<file path="config.mk">
export PLATFORM = sky130hd
export DESIGN_NAME = read_dp_top
export DESIGN_NICKNAME = d
export VERILOG_FILES = /design/src/hw/read_dp_pkg.sv /design/src/hw/afi_read_output.sv /design/src/hw/oct_ctrl.sv /design/src/hw/rdata_en_latency_shifter.sv /design/src/hw/read_dp_top.sv /design/src/hw/read_valid_selector.sv
export SDC_FILE = /design/constraint.sdc
export NUM_CORES = 1
export LEC_CHECK = 0
export ABC_CLOCK_PERIOD_IN_PS = 1350
export BUFFER_PORTS_ARGS = -buffer_cell sky130_fd_sc_hd__buf_2
export CORE_AREA = 2 2 82 84
export CTS_BUF_LIST = sky130_fd_sc_hd__clkbuf_2
export DETAILED_ROUTE_END_ITERATION = 8
export DIE_AREA = 0 0 84 86
export PLACE_DENSITY = 0.72
export REMOVE_ABC_BUFFERS = 1
export SYNTH_ARGS = -nofsm -noshare
export SYNTH_HDL_FRONTEND = slang
export SYNTH_SLANG_ARGS = --single-unit
</file>
<file path="constraint.sdc">
create_clock -name pll_afi_clk -period 1.35 [get_ports pll_afi_clk]
set_input_delay 0.135 -clock pll_afi_clk [delete_from_list [all_inputs] [get_ports pll_afi_clk]]
set_output_delay 0.135 -clock pll_afi_clk [all_outputs]
set_load 0.03 [all_outputs]
</file>
<file path="src/hw/read_dp_pkg.sv">
package read_dp_pkg;

	// **************************************************
	// Memory side geometry
	// **************************************************

	// DQ pins on the memory device
	localparam int MEM_DQ_WIDTH = 16;

	// Read strobes, one per byte lane
	localparam int MEM_READ_DQS_WIDTH = 2;

	// DQ pins served by each read strobe
	localparam int DQ_GROUP_WIDTH = MEM_DQ_WIDTH / MEM_READ_DQS_WIDTH;

	// **************************************************
	// AFI side geometry
	// **************************************************

	// Half rate, so every AFI clock carries two memory clock phases
	localparam int AFI_RATE_RATIO = 2;

	// Each memory clock has two data beats, so a half rate word holds four slots
	localparam int NUM_TIMESLOTS = 2 * AFI_RATE_RATIO;

	// Full AFI read data word
	localparam int AFI_DATA_WIDTH = MEM_DQ_WIDTH * NUM_TIMESLOTS;

	// Bits that one DQS group contributes to the capture bus
	localparam int DDIO_GROUP_DATA_WIDTH = AFI_DATA_WIDTH / MEM_READ_DQS_WIDTH;

	// One termination strobe per group and per AFI phase
	localparam int AFI_DQS_WIDTH = MEM_READ_DQS_WIDTH * AFI_RATE_RATIO;

	// Width of the read latency setting written by the sequencer
	localparam int MAX_LATENCY_COUNT_WIDTH = 5;

	// **************************************************
	// Shared types
	// **************************************************

	// One AFI data word, used for both the capture bus and the AFI buses
	typedef logic [AFI_DATA_WIDTH-1:0] afi_data_t;

	// One bit per AFI phase, used for read enables and read valid
	typedef logic [AFI_RATE_RATIO-1:0] rate_vec_t;

	// Read latency in AFI clock cycles
	typedef logic [MAX_LATENCY_COUNT_WIDTH-1:0] lat_cnt_t;

	// One bit per AFI strobe for the termination override
	typedef logic [AFI_DQS_WIDTH-1:0] dqs_vec_t;

endpackage

</file>
<file path="src/hw/afi_read_output.sv">
module afi_read_output (
	input  logic                   pll_afi_clk,
	input  logic                   reset_n_afi_clk,
	input  read_dp_pkg::rate_vec_t read_valid_i,
	input  read_dp_pkg::afi_data_t ddio_phy_dq_i,
	output read_dp_pkg::afi_data_t afi_rdata_o,
	output read_dp_pkg::afi_data_t phy_mux_read_fifo_q_o,
	output read_dp_pkg::rate_vec_t afi_rdata_valid_o
);

	// Short names for the lane geometry
	localparam int DQ_W     = read_dp_pkg::DQ_GROUP_WIDTH;
	localparam int SLOT_W   = read_dp_pkg::MEM_DQ_WIDTH;
	localparam int GROUP_W  = read_dp_pkg::DDIO_GROUP_DATA_WIDTH;
	localparam int N_GROUPS = read_dp_pkg::MEM_READ_DQS_WIDTH;
	localparam int N_SLOTS  = read_dp_pkg::NUM_TIMESLOTS;

	// Capture data rearranged by time slot
	read_dp_pkg::afi_data_t slot_major;

	// Slot ordered data rearranged by DQS group for the sequencer
	read_dp_pkg::afi_data_t group_major;

	// **************************************************
	// Read valid
	// **************************************************

	// Last register stage before the AFI, data is already aligned to it
	always_ff @(posedge pll_afi_clk or negedge reset_n_afi_clk)
	begin
		if (!reset_n_afi_clk)
		begin
			afi_rdata_valid_o <= '0;
		end
		else
		begin
			afi_rdata_valid_o <= read_valid_i;
		end
	end

	// **************************************************
	// Data reordering
	// **************************************************

	// The capture bus comes out of the I/O FIFOs group by group, with the
	// slots of a group side by side, e.g. G1T3 G1T2 ... G0T1 G0T0.
	// The AFI wants all groups of a slot together, e.g. G1T3 G0T3 ... G1T0 G0T0
	for (genvar g = 0; g < N_GROUPS; g++)
	begin : g_group
		for (genvar t = 0; t < N_SLOTS; t++)
		begin : g_slot
			assign slot_major[t*SLOT_W + g*DQ_W +: DQ_W] =
				ddio_phy_dq_i[g*GROUP_W + t*DQ_W +: DQ_W];

			// The sequencer calibrates each group on its own, so it gets
			// the group ordered view rebuilt from the AFI word
			assign group_major[g*GROUP_W + t*DQ_W +: DQ_W] =
				slot_major[t*SLOT_W + g*DQ_W +: DQ_W];
		end
	end

	assign afi_rdata_o           = slot_major;
	assign phy_mux_read_fifo_q_o = group_major;

	// Both phases come from the same request bit, so they never disagree
	a_valid_phases_equal: assert property (
		@(posedge pll_afi_clk) disable iff (!reset_n_afi_clk)
		afi_rdata_valid_o == {read_dp_pkg::AFI_RATE_RATIO{afi_rdata_valid_o[0]}}
	);

endmodule

</file>
<file path="src/hw/oct_ctrl.sv">
module oct_ctrl #(
	parameter int MEM_T_RL = 11
) (
	input  logic pll_afi_clk,
	input  logic reset_n_afi_clk,
	input  logic rdata_en_full_i,
	output logic force_oct_off_o
);

	// Cycles from the read enable until termination must turn on
	localparam int ON_DELAY = (MEM_T_RL > 4) ? ((MEM_T_RL - 4) / 2) : 0;

	// Cycles from the read enable until termination may turn off again
	localparam int OFF_DELAY = (MEM_T_RL + 6) / 2;

	// Past full read enables, bit i is the enable from i+1 edges back
	logic [OFF_DELAY-1:0] en_hist_q;

	// Current enable on bit 0 followed by the stored history
	logic [OFF_DELAY:0] en_window;

	// **************************************************
	// Enable history
	// **************************************************

	// The live enable counts as age zero, so an on delay of zero still works
	assign en_window = {en_hist_q, rdata_en_full_i};

	always_ff @(posedge pll_afi_clk or negedge reset_n_afi_clk)
	begin
		if (!reset_n_afi_clk)
		begin
			en_hist_q <= '0;
		end
		else
		begin
			en_hist_q <= en_window[OFF_DELAY-1:0];
		end
	end

	// **************************************************
	// Termination window
	// **************************************************

	// Termination stays forced off except while a read burst is on the bus,
	// which is any enable aged between the on delay and the off delay
	always_ff @(posedge pll_afi_clk or negedge reset_n_afi_clk)
	begin
		if (!reset_n_afi_clk)
		begin
			force_oct_off_o <= 1'b0;
		end
		else
		begin
			force_oct_off_o <= ~(|en_window[OFF_DELAY:ON_DELAY]);
		end
	end

	// An enable must release the override once it reaches the window start
	a_oct_on_at_window_start: assert property (
		@(posedge pll_afi_clk) disable iff (!reset_n_afi_clk)
		rdata_en_full_i |-> ##(ON_DELAY + 1) !force_oct_off_o
	);

endmodule

</file>
<file path="src/hw/rdata_en_latency_shifter.sv">
module rdata_en_latency_shifter #(
	parameter int MAX_READ_LATENCY = 16
) (
	input  logic                        pll_afi_clk,
	input  logic                        reset_n_afi_clk,
	input  logic                        rdata_en_i,
	output logic [MAX_READ_LATENCY-1:0] read_hist_o
);

	// Bit k of the history holds the read request taken k edges earlier,
	// counting the edge that loaded it as zero
	logic [MAX_READ_LATENCY-1:0] hist_q;

	// **************************************************
	// Request history
	// **************************************************

	// The controller writes one request bit per AFI cycle whether or not a
	// read is pending, so every cycle shifts and a zero means no read
	always_ff @(posedge pll_afi_clk or negedge reset_n_afi_clk)
	begin
		if (!reset_n_afi_clk)
		begin
			hist_q <= '0;
		end
		else
		begin
			// The newest request enters at bit 0 and ages toward the top
			hist_q <= {hist_q[MAX_READ_LATENCY-2:0], rdata_en_i};
		end
	end

	// The whole history goes out, the selector downstream picks the tap
	assign read_hist_o = hist_q;

endmodule

</file>
<file path="src/hw/read_dp_top.sv">
module read_dp_top #(
	parameter int MAX_READ_LATENCY = 16,
	parameter int MEM_T_RL         = 11
) (
	input  logic                   pll_afi_clk,
	input  logic                   reset_n_afi_clk,
	input  read_dp_pkg::rate_vec_t afi_rdata_en_i,
	input  read_dp_pkg::rate_vec_t afi_rdata_en_full_i,
	input  read_dp_pkg::lat_cnt_t  seq_read_latency_counter_i,
	input  read_dp_pkg::afi_data_t ddio_phy_dq_i,
	output read_dp_pkg::afi_data_t afi_rdata_o,
	output read_dp_pkg::afi_data_t phy_mux_read_fifo_q_o,
	output read_dp_pkg::rate_vec_t afi_rdata_valid_o,
	output read_dp_pkg::dqs_vec_t  force_oct_off_o
);

	// History of read requests, newest in bit 0
	logic [MAX_READ_LATENCY-1:0] read_hist;

	// Valid after the latency tap, one bit per AFI phase
	read_dp_pkg::rate_vec_t read_valid;

	// Single termination override shared by all strobes
	logic oct_off;

	// **************************************************
	// Read valid path
	// **************************************************

	// Both AFI phases follow request bit 0, as the controller
	// always issues half rate reads aligned to phase 0
	rdata_en_latency_shifter #(
		.MAX_READ_LATENCY (MAX_READ_LATENCY)
	) u_latency_shifter (
		.pll_afi_clk     (pll_afi_clk),
		.reset_n_afi_clk (reset_n_afi_clk),
		.rdata_en_i      (afi_rdata_en_i[0]),
		.read_hist_o     (read_hist)
	);

	read_valid_selector #(
		.MAX_READ_LATENCY (MAX_READ_LATENCY)
	) u_valid_selector (
		.pll_afi_clk     (pll_afi_clk),
		.reset_n_afi_clk (reset_n_afi_clk),
		.read_hist_i     (read_hist),
		.latency_i       (seq_read_latency_counter_i),
		.read_valid_o    (read_valid)
	);

	// **************************************************
	// Data and AFI outputs
	// **************************************************

	afi_read_output u_read_output (
		.pll_afi_clk           (pll_afi_clk),
		.reset_n_afi_clk       (reset_n_afi_clk),
		.read_valid_i          (read_valid),
		.ddio_phy_dq_i         (ddio_phy_dq_i),
		.afi_rdata_o           (afi_rdata_o),
		.phy_mux_read_fifo_q_o (phy_mux_read_fifo_q_o),
		.afi_rdata_valid_o     (afi_rdata_valid_o)
	);

	// **************************************************
	// On-die termination
	// **************************************************

	oct_ctrl #(
		.MEM_T_RL (MEM_T_RL)
	) u_oct_ctrl (
		.pll_afi_clk     (pll_afi_clk),
		.reset_n_afi_clk (reset_n_afi_clk),
		.rdata_en_full_i (afi_rdata_en_full_i[0]),
		.force_oct_off_o (oct_off)
	);

	// Every strobe sees the same read window, so one bit fans out to all
	assign force_oct_off_o = {read_dp_pkg::AFI_DQS_WIDTH{oct_off}};

endmodule

</file>
<file path="src/hw/read_valid_selector.sv">
module read_valid_selector #(
	parameter int MAX_READ_LATENCY = 16
) (
	input  logic                        pll_afi_clk,
	input  logic                        reset_n_afi_clk,
	input  logic [MAX_READ_LATENCY-1:0] read_hist_i,
	input  read_dp_pkg::lat_cnt_t       latency_i,
	output read_dp_pkg::rate_vec_t      read_valid_o
);

	// Index width needed to address one bit of the history
	localparam int TAP_W = $clog2(MAX_READ_LATENCY);

	// Tap number, the latency setting counts from one
	logic [TAP_W-1:0] tap_sel;

	// History bit that matches the current latency
	logic tap_bit;

	// **************************************************
	// Latency tap
	// **************************************************

	// A latency of L picks the request that is L-1 edges old, and the
	// register below adds the last cycle of the L
	assign tap_sel = TAP_W'(latency_i - 1'b1);
	assign tap_bit = read_hist_i[tap_sel];

	// In the I/O FIFO configuration the valid does not depend on the group,
	// so one tap drives every AFI phase
	always_ff @(posedge pll_afi_clk or negedge reset_n_afi_clk)
	begin
		if (!reset_n_afi_clk)
		begin
			read_valid_o <= '0;
		end
		else
		begin
			read_valid_o <= {read_dp_pkg::AFI_RATE_RATIO{tap_bit}};
		end
	end

	// The sequencer must keep its latency inside the history depth, or the
	// tap wraps and valid shows up at the wrong cycle
	a_latency_in_range: assert property (
		@(posedge pll_afi_clk) disable iff (!reset_n_afi_clk)
		(latency_i >= 1) && (latency_i <= MAX_READ_LATENCY)
	);

endmodule

</file>
# Word level (Yosys, flattened, before mapping)
# Cells that the tools add are included.
[totals] ff_bits=27
[classes] add_sub_neg=1 order_cmp=1 reduce_logical=1 n_bitwise=1 mux=2
[op_table] op="6-bit OR reduction" count=1
[op_table] op="4-bit by 5-bit < comparator with 1-bit output (second input constant)" count=1
[op_table] op="1-bit binary-select mux with 4-bit select" count=1
[op_table] op="4-bit by 1-bit subtractor with 4-bit output (second input constant)" count=1
[op_table] op="1-bit two-way mux" count=1
[op_table] op="1-bit NOT" count=1

# Logic depth before layout (Yosys ltp)
# Gate-level depths: netlist of run 1.
[depth] word_depth=3 ltp_mapped=5 depth_no_buf=4

# Modules after synthesis
# A second synthesis of run 1 with hierarchy kept.
[unflattened] hier_cells=175 hier_area_um2=1876.8
[by_module_without_submodules] mod="afi_read_output" cells_per_inst=130 area_each_um2=1011.0 n_inst=1
[by_module_without_submodules] mod="rdata_en_latency_shifter" cells_per_inst=16 area_each_um2=400.4 n_inst=1
[by_module_without_submodules] mod="oct_ctrl" cells_per_inst=11 area_each_um2=242.7 n_inst=1
[by_module_without_submodules] mod="read_valid_selector" cells_per_inst=14 area_each_um2=192.7 n_inst=1
[by_module_without_submodules] mod="read_dp_top" cells_per_inst=4 area_each_um2=30.0 n_inst=1

# Worst setup path before layout of run 1
# No wires, ideal clock.
[synth_timing] path_type="in2reg" from="in seq_read_latency_counter_i[0]" to="reg u_valid_selector.read_valid_o[0] (netlist name)" stages=5 setup_time_ns=0.138 n_path_buf=1 setup_slack_ns=-0.223 arrival_time_ns=1.434 path_cell_list="buf_2 inv_1 ha_1 mux4_2 mux4_2"
[synth_via] elab_chain_len=3
[synth_lines] element="from (decl)" line="read_dp_top.sv:9" source="input read_dp_pkg::lat_cnt_t seq_read_latency_counter_i,"
[synth_lines] element="4-bit by 1-bit subtractor with 4-bit output" line="read_valid_selector.sv:26" source="assign tap_sel = TAP_W'(latency_i - 1'b1);"
[synth_lines] element="1-bit binary-select mux with 4-bit select" line="read_valid_selector.sv:27" source="assign tap_bit = read_hist_i[tap_sel];"
[synth_lines] element="1-bit two-way mux (implied by the code)" line="read_valid_selector.sv:27"
[synth_lines] element="via u_valid_selector.tap_bit" line="read_valid_selector.sv:18" source="logic tap_bit;"
# The timed path passes the listed nets, and every way through them passes these cells. The select of a mux whose other input is x is not followed.

# Worst setup path in the final report of run 1
[layout_timing] from="reg u_latency_shifter.hist_q[12] (netlist: u_latency_shifter.read_hist_o[12])" to="reg u_valid_selector.read_valid_o[0] (netlist name)"
[layout_via] elab_chain_len=2
[layout_lines] element="from (decl)" line="rdata_en_latency_shifter.sv:12" source="logic [MAX_READ_LATENCY-1:0] hist_q;"
[layout_lines] element="from (signal assigned)" line="rdata_en_latency_shifter.sv:29" source="hist_q <= {hist_q[MAX_READ_LATENCY-2:0], rdata_en_i};"
[layout_lines] element="1-bit binary-select mux with 4-bit select" line="read_valid_selector.sv:27"
[layout_lines] element="1-bit two-way mux (implied by the code)" line="read_valid_selector.sv:27"
[layout_lines] element="via u_valid_selector.tap_bit" line="read_valid_selector.sv:18"
# The timed path passes the listed nets, and every way through them passes these cells. The select of a mux whose other input is x is not followed.

==> results of run 1 <==
==> sequential cells by signal, indices dropped and copies added, names as in the netlist <==
register / cells
u_oct_ctrl.force_oct_off_o: 1
u_read_output.afi_rdata_valid_o: 1
u_valid_selector.read_valid_o: 1
u_oct_ctrl.en_hist_q: 8
u_latency_shifter.read_hist_o: 16
==> critical path: stages (launching register included) <==
cell     delay, ps
dfrtp_1        440
mux4_2         460
mux4_2         470
==> final cells by class <==
| type | instances | area [µm²] | area share, % |
|---|---|---|---|
| Tap cell | 77 | 96.3 | 8.94 |
| Clock buffer | 4 | 20.0 | 1.86 |
| Inverter | 2 | 7.51 | 0.697 |
| Timing Repair Buffer | 19 | 118 | 10.9 |
| Multi-Input combinational cell | 11 | 160 | 14.9 |
| Sequential cell | 27 | 676 | 62.7 |
==> through the flow <==
step	TNS, ps	util [%]	instances	hold slack, ps	total power, mW
finish	-112	17.2	140	177	1.32
global placement	-182	16.4	133	150	1.03
detailed placement	-226	16.4	133	163	1.03
CTS	-115	17.2	140	167	1.34
floorplan	-36.2	-	40	-161	0.968
global route	-162	17.2	140	164	1.39
==> what timing repair did <==
action / CTS / global route
endpoints found under the hold margin: 29 / 0
hold buffers: 3 / 0
endpoints found under the setup margin: 1 / 1
==> per-layer routing <==
metal  part of all wire (%)  GRT usage (%)
met1                     14           11.8
met2                     55           51.7
met3                     27           36.2
met4                    4.3           10.7
met5                      0              0
==> power by group <==
| group | leakage, nW | switching, mW | total (mW) | internal (mW) |
|---|---|---|---|---|
| registers | 0.317 | 0.0247 | 0.884 | 0.859 |
| logic | 0.148 | 0.0748 | 0.141 | 0.0660 |
| clock network | 0.0166 | 0.221 | 0.299 | 0.0783 |
==> cell families after synthesis <==
group	Yosys count
buffers and inverters	136
DFF	27
muxes	5
and+or+nand+nor	3
xor gates and xnor gates	2
adders and majority gates	1
==> placed cells by master (no fill, tap or decap) <==
master,n
dfrtp_1,27
buf_2,13
mux4_2,5
clkbuf_2,4
dlygate4sd3_1,3
buf_4,3
inv_1,2
nor3_1,2
xor2_1,2
or4_1,1
ha_1,1
==> worst max-delay path by stage <==
| stage | from | to | slack, ps | cells after the start |
|---|---|---|---|---|
| floorplan | u_latency_shifter.read_hist_o[12]$_DFF_PN0_ | u_valid_selector.read_valid_o[0]$_DFF_PN0_ | -40 | 2 |
| global placement | seq_read_latency_counter_i[0] | u_valid_selector.read_valid_o[0]$_DFF_PN0_ | -180 | 5 |
| detailed placement | seq_read_latency_counter_i[0] | u_valid_selector.read_valid_o[0]$_DFF_PN0_ | -230 | 5 |
| CTS | u_latency_shifter.read_hist_o[12]$_DFF_PN0_ | u_valid_selector.read_valid_o[0]$_DFF_PN0_ | -110 | 2 |
| global route | u_latency_shifter.read_hist_o[12]$_DFF_PN0_ | u_valid_selector.read_valid_o[0]$_DFF_PN0_ | -160 | 2 |
| finish | u_latency_shifter.read_hist_o[12]$_DFF_PN0_ | u_valid_selector.read_valid_o[0]$_DFF_PN0_ | -110 | 2 |
==> impl_metrics.py, run 1 <==
metrics = {
    "clock_tree": {
        "post_cts_buffers": 0,
        "clock_sinks": 27,
        "clkTransAtPathRegs_ps": 240,
        "cts_resized": 0,
        "cts_root_buffer": "clkbuf_2",
        "cts_tree": "yes",
        "h-tree-depth": 1,
        "numCtsBuffers": 3,
        "insertion_delay_ps": 350,
        "clockBufferDepth": 2,
    },
    "final_layout": {
        "drive_above_1_share_pct": 39.7,
        "fill_cells": 675,
        "diodes": 0,
        "final_area_um2": 1080,
        "area_growth_pct": -41.7,
        "nNetsFinal": 140,
    },
    "pwr": {
        "power_per_cell_area_nw_per_um2": 1230,
        "leakage_nw": 0.482,
        "ir_worst_vdd_uv": 685,
    },
    "setup_path": {
        "worst_setup_path_end_kind": "flop",
        "reg2reg_from": "u_latency_shifter.read_hist_o[12]$_DFF_PN0_",
        "critPathKind": "reg -> reg",
        "rrSetupSlack_ps": -110,
        "reg2reg_depth": 2,
        "crit_fanout": 2,
        "timing.rr.end": "u_valid_selector.read_valid_o[0]$_DFF_PN0_",
        "worst_ep_required_time_ps": 1610,
        "cp-start-kind": "flop",
        "cp.arrival_ps": 1720,
    },
    "sta": {
        "fin_ws_ps": -112,
        "final_hold_viol_count": 0,
        "clock-skew-final_ps": 14.1,
        "slew_headroom_pct": 61.0,
        "setup_viol": 1,
        "rsz0062_at_grt": "yes",
        "worst_pin_slew_ps": 585,
        "period_needed_ps": 1460,
        "fin_crit_sh_pct": 108,
        "maxSlewViolCount": 0,
        "max_freq_mhz": 684,
    },
    "global_route": {
        "grt_usage_pct": 27.6,
        "overflow": 0,
        "grt_pass1_wl_um": 11900,
        "antenna_found_initial": 0,
        "grt_max_degree": 28,
        "grt_pass1_vias": 657,
    },
    "yosys": {
        "synth-compound-area-share_pct": 0,
        "synth_flop_cell": "dfrtp_1",
        "synth_commonest_cells": "buf_4 (133), dfrtp_1 (27), mux4_2 (5)",
        "synth_top_area_share_pct": 54.1,
        "synth.mux.area_fraction_pct": 6.10,
        "synth.area.top_cells": "buf_4 (54%), dfrtp_1 (37%), mux4_2 (6.1%)",
        "synthCells": 174,
        "synthArstFlopShare_pct": 100,
        "synth-edff-count": 0,
        "synth_most_common_cell": "buf_4",
        "yosysUniqueCellTypes": 9,
        "synthXorXnorAreaFrac_pct": 0.949,
        "seq_area_frac_synth_pct": 36.6,
        "syn_area_um2": 1850,
        "synthAdderAreaFrac_pct": 0.678,
        "ys_ff_latch": 27,
        "post_synth_and_or_nand_nor_area_fraction_pct": 0.949,
        "synth.avg_cell_area_um2": 10.6,
        "synth_top_family_by_area": "buffers and inverters",
        "synth_top_area_cell": "buf_4",
        "yosysWarnings": 0,
    },
    "floorplanning": {
        "start_util_pct": 29.4,
        "io_pins": 209,
        "core_um2": 6280,
        "die_y_um": 86,
        "die_w_um": 84,
        "num_rows": 29,
        "die-area_um2": 7220,
    },
    "drt": {
        "dr.first_iter.drc_count": 66,
        "final_antenna_net_count": 0,
        "dr_total_vias": 664,
        "drtPass1Iterations": 3,
        "avgRoutedWirePerCell_um": 73.1,
        "wl_um": 10200,
        "drcViolationCount": 0,
        "vias_per_cell": 4.74,
    },
    "worst_hold_path": {
        "min_delay_worst_endpoint": "u_valid_selector.read_valid_o[0]$_DFF_PN0_",
        "min_from": "seq_read_latency_counter_i[2]",
        "whs_path_depth": 3,
        "min_path_type": "in -> reg",
    },
    "placement": {
        "dpl.hpwl_um": 9680,
        "dpl_cell_area_um2": 1030,
        "io_buffers": 13,
        "post-place-ws_ps": -226,
        "place_congestion": 0.889,
    },
    "run": {
        "max-cap-violations": 0,
    },
    "run_status": {
        "violations": "negative setup slack",
        "outcome": "finished, violations left",
    },
}
Power figures use the tool's default switching activity.
==> run 2: changes to the inputs <==
--- a/config.mk
+++ b/config.mk
@@ -7,11 +7,12 @@
 export LEC_CHECK = 0
 export ABC_CLOCK_PERIOD_IN_PS = 1350
 export BUFFER_PORTS_ARGS = -buffer_cell sky130_fd_sc_hd__buf_2
-export CORE_AREA = 2 2 82 84
+export CORE_MARGIN = 5
+export CORE_UTILIZATION = 32
 export CTS_BUF_LIST = sky130_fd_sc_hd__clkbuf_2
+export CTS_CLUSTER_DIAMETER = 40
 export DETAILED_ROUTE_END_ITERATION = 8
-export DIE_AREA = 0 0 84 86
-export PLACE_DENSITY = 0.72
+export PLACE_DENSITY = 0.78
 export REMOVE_ABC_BUFFERS = 1
 export SYNTH_ARGS = -nofsm -noshare
 export SYNTH_HDL_FRONTEND = slang
==> impl_metrics.py, run 2 (same netlist as run 1, synthesis figures left out) <==
metrics = {
    "sta": {
        "holdWs_ps": 156,
        "fin_crit_sh_pct": 110,
        "setup_viol": 1,
        "max_freq_mhz": 672,
        "rsz0062_at_grt": "yes",
        "tns_ps": -137,
        "fin_ws_ps": -137,
        "slew_headroom_pct": 61.0,
        "final_hold_viol_count": 0,
        "worst_pin_slew_ps": 586,
        "period_needed_ps": 1490,
        "clock-skew-final_ps": 23.8,
        "maxSlewViolCount": 0,
    },
    "worst_hold_path": {
        "min_from": "seq_read_latency_counter_i[2]",
        "min_path_type": "in -> reg",
        "min_delay_worst_endpoint": "u_valid_selector.read_valid_o[0]$_DFF_PN0_",
        "whs_path_depth": 3,
    },
    "floorplanning": {
        "die_w_um": 86.0,
        "start_util_pct": 33.1,
        "die_y_um": 86.0,
        "io_pins": 209,
        "core_um2": 5570,
        "num_rows": 27,
        "die-area_um2": 7390,
    },
    "final_layout": {
        "diodes": 0,
        "fin_cells": 135,
        "seqCellArea_um2": 676,
        "fin_util_pct": 19.5,
        "multi_input_comb_area_um2": 160,
        "largest_reg_flops": 16,
        "final_cell_mix": "dfrtp_1 (27), buf_2 (13), mux4_2 (5)",
        "area_growth_pct": -41.2,
        "mostFrequentLayoutCell": "dfrtp_1",
        "drive_above_1_share_pct": 39.7,
        "nNetsFinal": 140,
        "fill_cells": 597,
    },
    "setup_path": {
        "critPathKind": "reg -> reg",
        "cp-start-kind": "flop",
        "worst_ep_required_time_ps": 1630,
        "slowest_delay_ps": 490,
        "timing.rr.end": "u_valid_selector.read_valid_o[0]$_DFF_PN0_",
        "cp.arrival_ps": 1770,
        "reg2reg_depth": 2,
        "crit_slowest_cell": "mux4_2",
        "startpoint": "u_latency_shifter.read_hist_o[8]$_DFF_PN0_",
        "crit_fanout": 2,
        "worst_setup_path_end_kind": "flop",
        "rrSetupSlack_ps": -140,
        "path_common_cell": "mux4_2",
        "path_cells": "mux4_2 -> mux4_2",
        "reg2reg_from": "u_latency_shifter.read_hist_o[8]$_DFF_PN0_",
    },
    "drt": {
        "avgRoutedWirePerCell_um": 77.3,
        "final_antenna_net_count": 0,
        "dr.first_iter.drc_count": 36,
        "wl_um": 10400,
        "dr_total_vias": 666,
        "drcViolationCount": 0,
        "drtPass1Iterations": 4,
        "vias_per_cell": 4.93,
    },
    "clock_tree": {
        "h-tree-depth": 1,
        "insertion_delay_ps": 360,
        "cts_root_buffer": "clkbuf_2",
        "numCtsBuffers": 3,
        "cts_tree": "yes",
        "clock_sinks": 27,
        "clockBufferDepth": 2,
        "clkTransAtPathRegs_ps": 260,
    },
    "placement": {
        "post-place-ws_ps": -293,
        "place_inst": 127,
        "place_congestion": 0.898,
        "io_buffers": 13,
        "dpl.hpwl_um": 9870,
    },
    "pwr": {
        "internal_power_mw": 0.999,
        "p_comb_share_pct": 11.2,
        "switching_share_pct": 25.7,
        "ir_worst_vdd_uv": 681,
        "power_per_cell_area_nw_per_um2": 1240,
        "p_sw_mw": 0.345,
        "leakage_nw": 0.482,
        "p_clk_share_pct": 23.0,
        "seqPwrFrac_pct": 65.8,
    },
    "global_route": {
        "grt_util_met2_pct": 49.5,
        "grt_max_degree": 28,
        "grt_pass1_vias": 684,
        "gr-usage-met3_pct": 33.1,
        "antenna_found_initial": 0,
        "overflow": 0,
        "grt_usage_pct": 27.0,
        "busiest_layer": "met2",
        "grtUsageMet1_pct": 12.4,
        "grt_pass1_wl_um": 11900,
    },
    "run_status": {
        "outcome": "finished, violations left",
        "violations": "negative setup slack",
    },
    "run": {
        "max-cap-violations": 0,
    },
}
## run 2: worst max-delay path by stage
stage,endpoint,slack [ps],cells past startpoint
finish,u_valid_selector.read_valid_o[0]$_DFF_PN0_,-140,2
global route,u_valid_selector.read_valid_o[0]$_DFF_PN0_,-190,2
CTS,u_valid_selector.read_valid_o[0]$_DFF_PN0_,-130,2
detailed placement,u_valid_selector.read_valid_o[0]$_DFF_PN0_,-290,5
global placement,u_valid_selector.read_valid_o[0]$_DFF_PN0_,-190,5
floorplan,u_valid_selector.read_valid_o[0]$_DFF_PN0_,-40,2
## run 2: worst max-delay path: cells and delay by family (launching register included)
kind,cells,cell delay [ps]
flip-flops,1,450
multiplexers,2,950
## run 2: metrics by stage
stage,total power [mW],cell area [µm²]
after global placement,1.03,1030
after CTS,1.36,1090
after detailed placement,1.04,1030
after global routing,1.40,1090
after floorplan,0.968,843
final,1.34,1090
## run 2: per-layer routing
layer	part of all wire (%)	vias to the layer above	routed length, µm
li1	-	187	-
met1	15	295	1590
met2	53	152	5560
met3	26	32	2700
met4	5.6	0	581
met5	0	-	0
## run 2: cell type report
class / instances / area share (%)
clock buffers: 3 / 1.38
clock inverters: 1 / 0.691
inverters: 2 / 0.691
multi-input cells: 11 / 14.7
flip-flops and latches: 27 / 62.2
well taps: 72 / 8.29
repair buffers: 19 / 12.0
## run 2: power groups by stage
stage	Sequential (mW)	Combinational [mW]	Clock, mW
finish	0.884	0.151	0.309
global route	0.890	0.162	0.352
CTS	0.884	0.153	0.323
detailed placement	0.899	0.145	0
global placement	0.895	0.136	0
floorplan	0.919	0.0483	0
## run 2: repair_timing
item / in CTS / in global routing
hold buffers: 3 / 0
hold endpoints to repair: 29 / 0
endpoints found under the setup margin: 1 / 1
setup buffers: 1 / 0
resized for setup: 0 / 0
gates cloned: 0 / 0
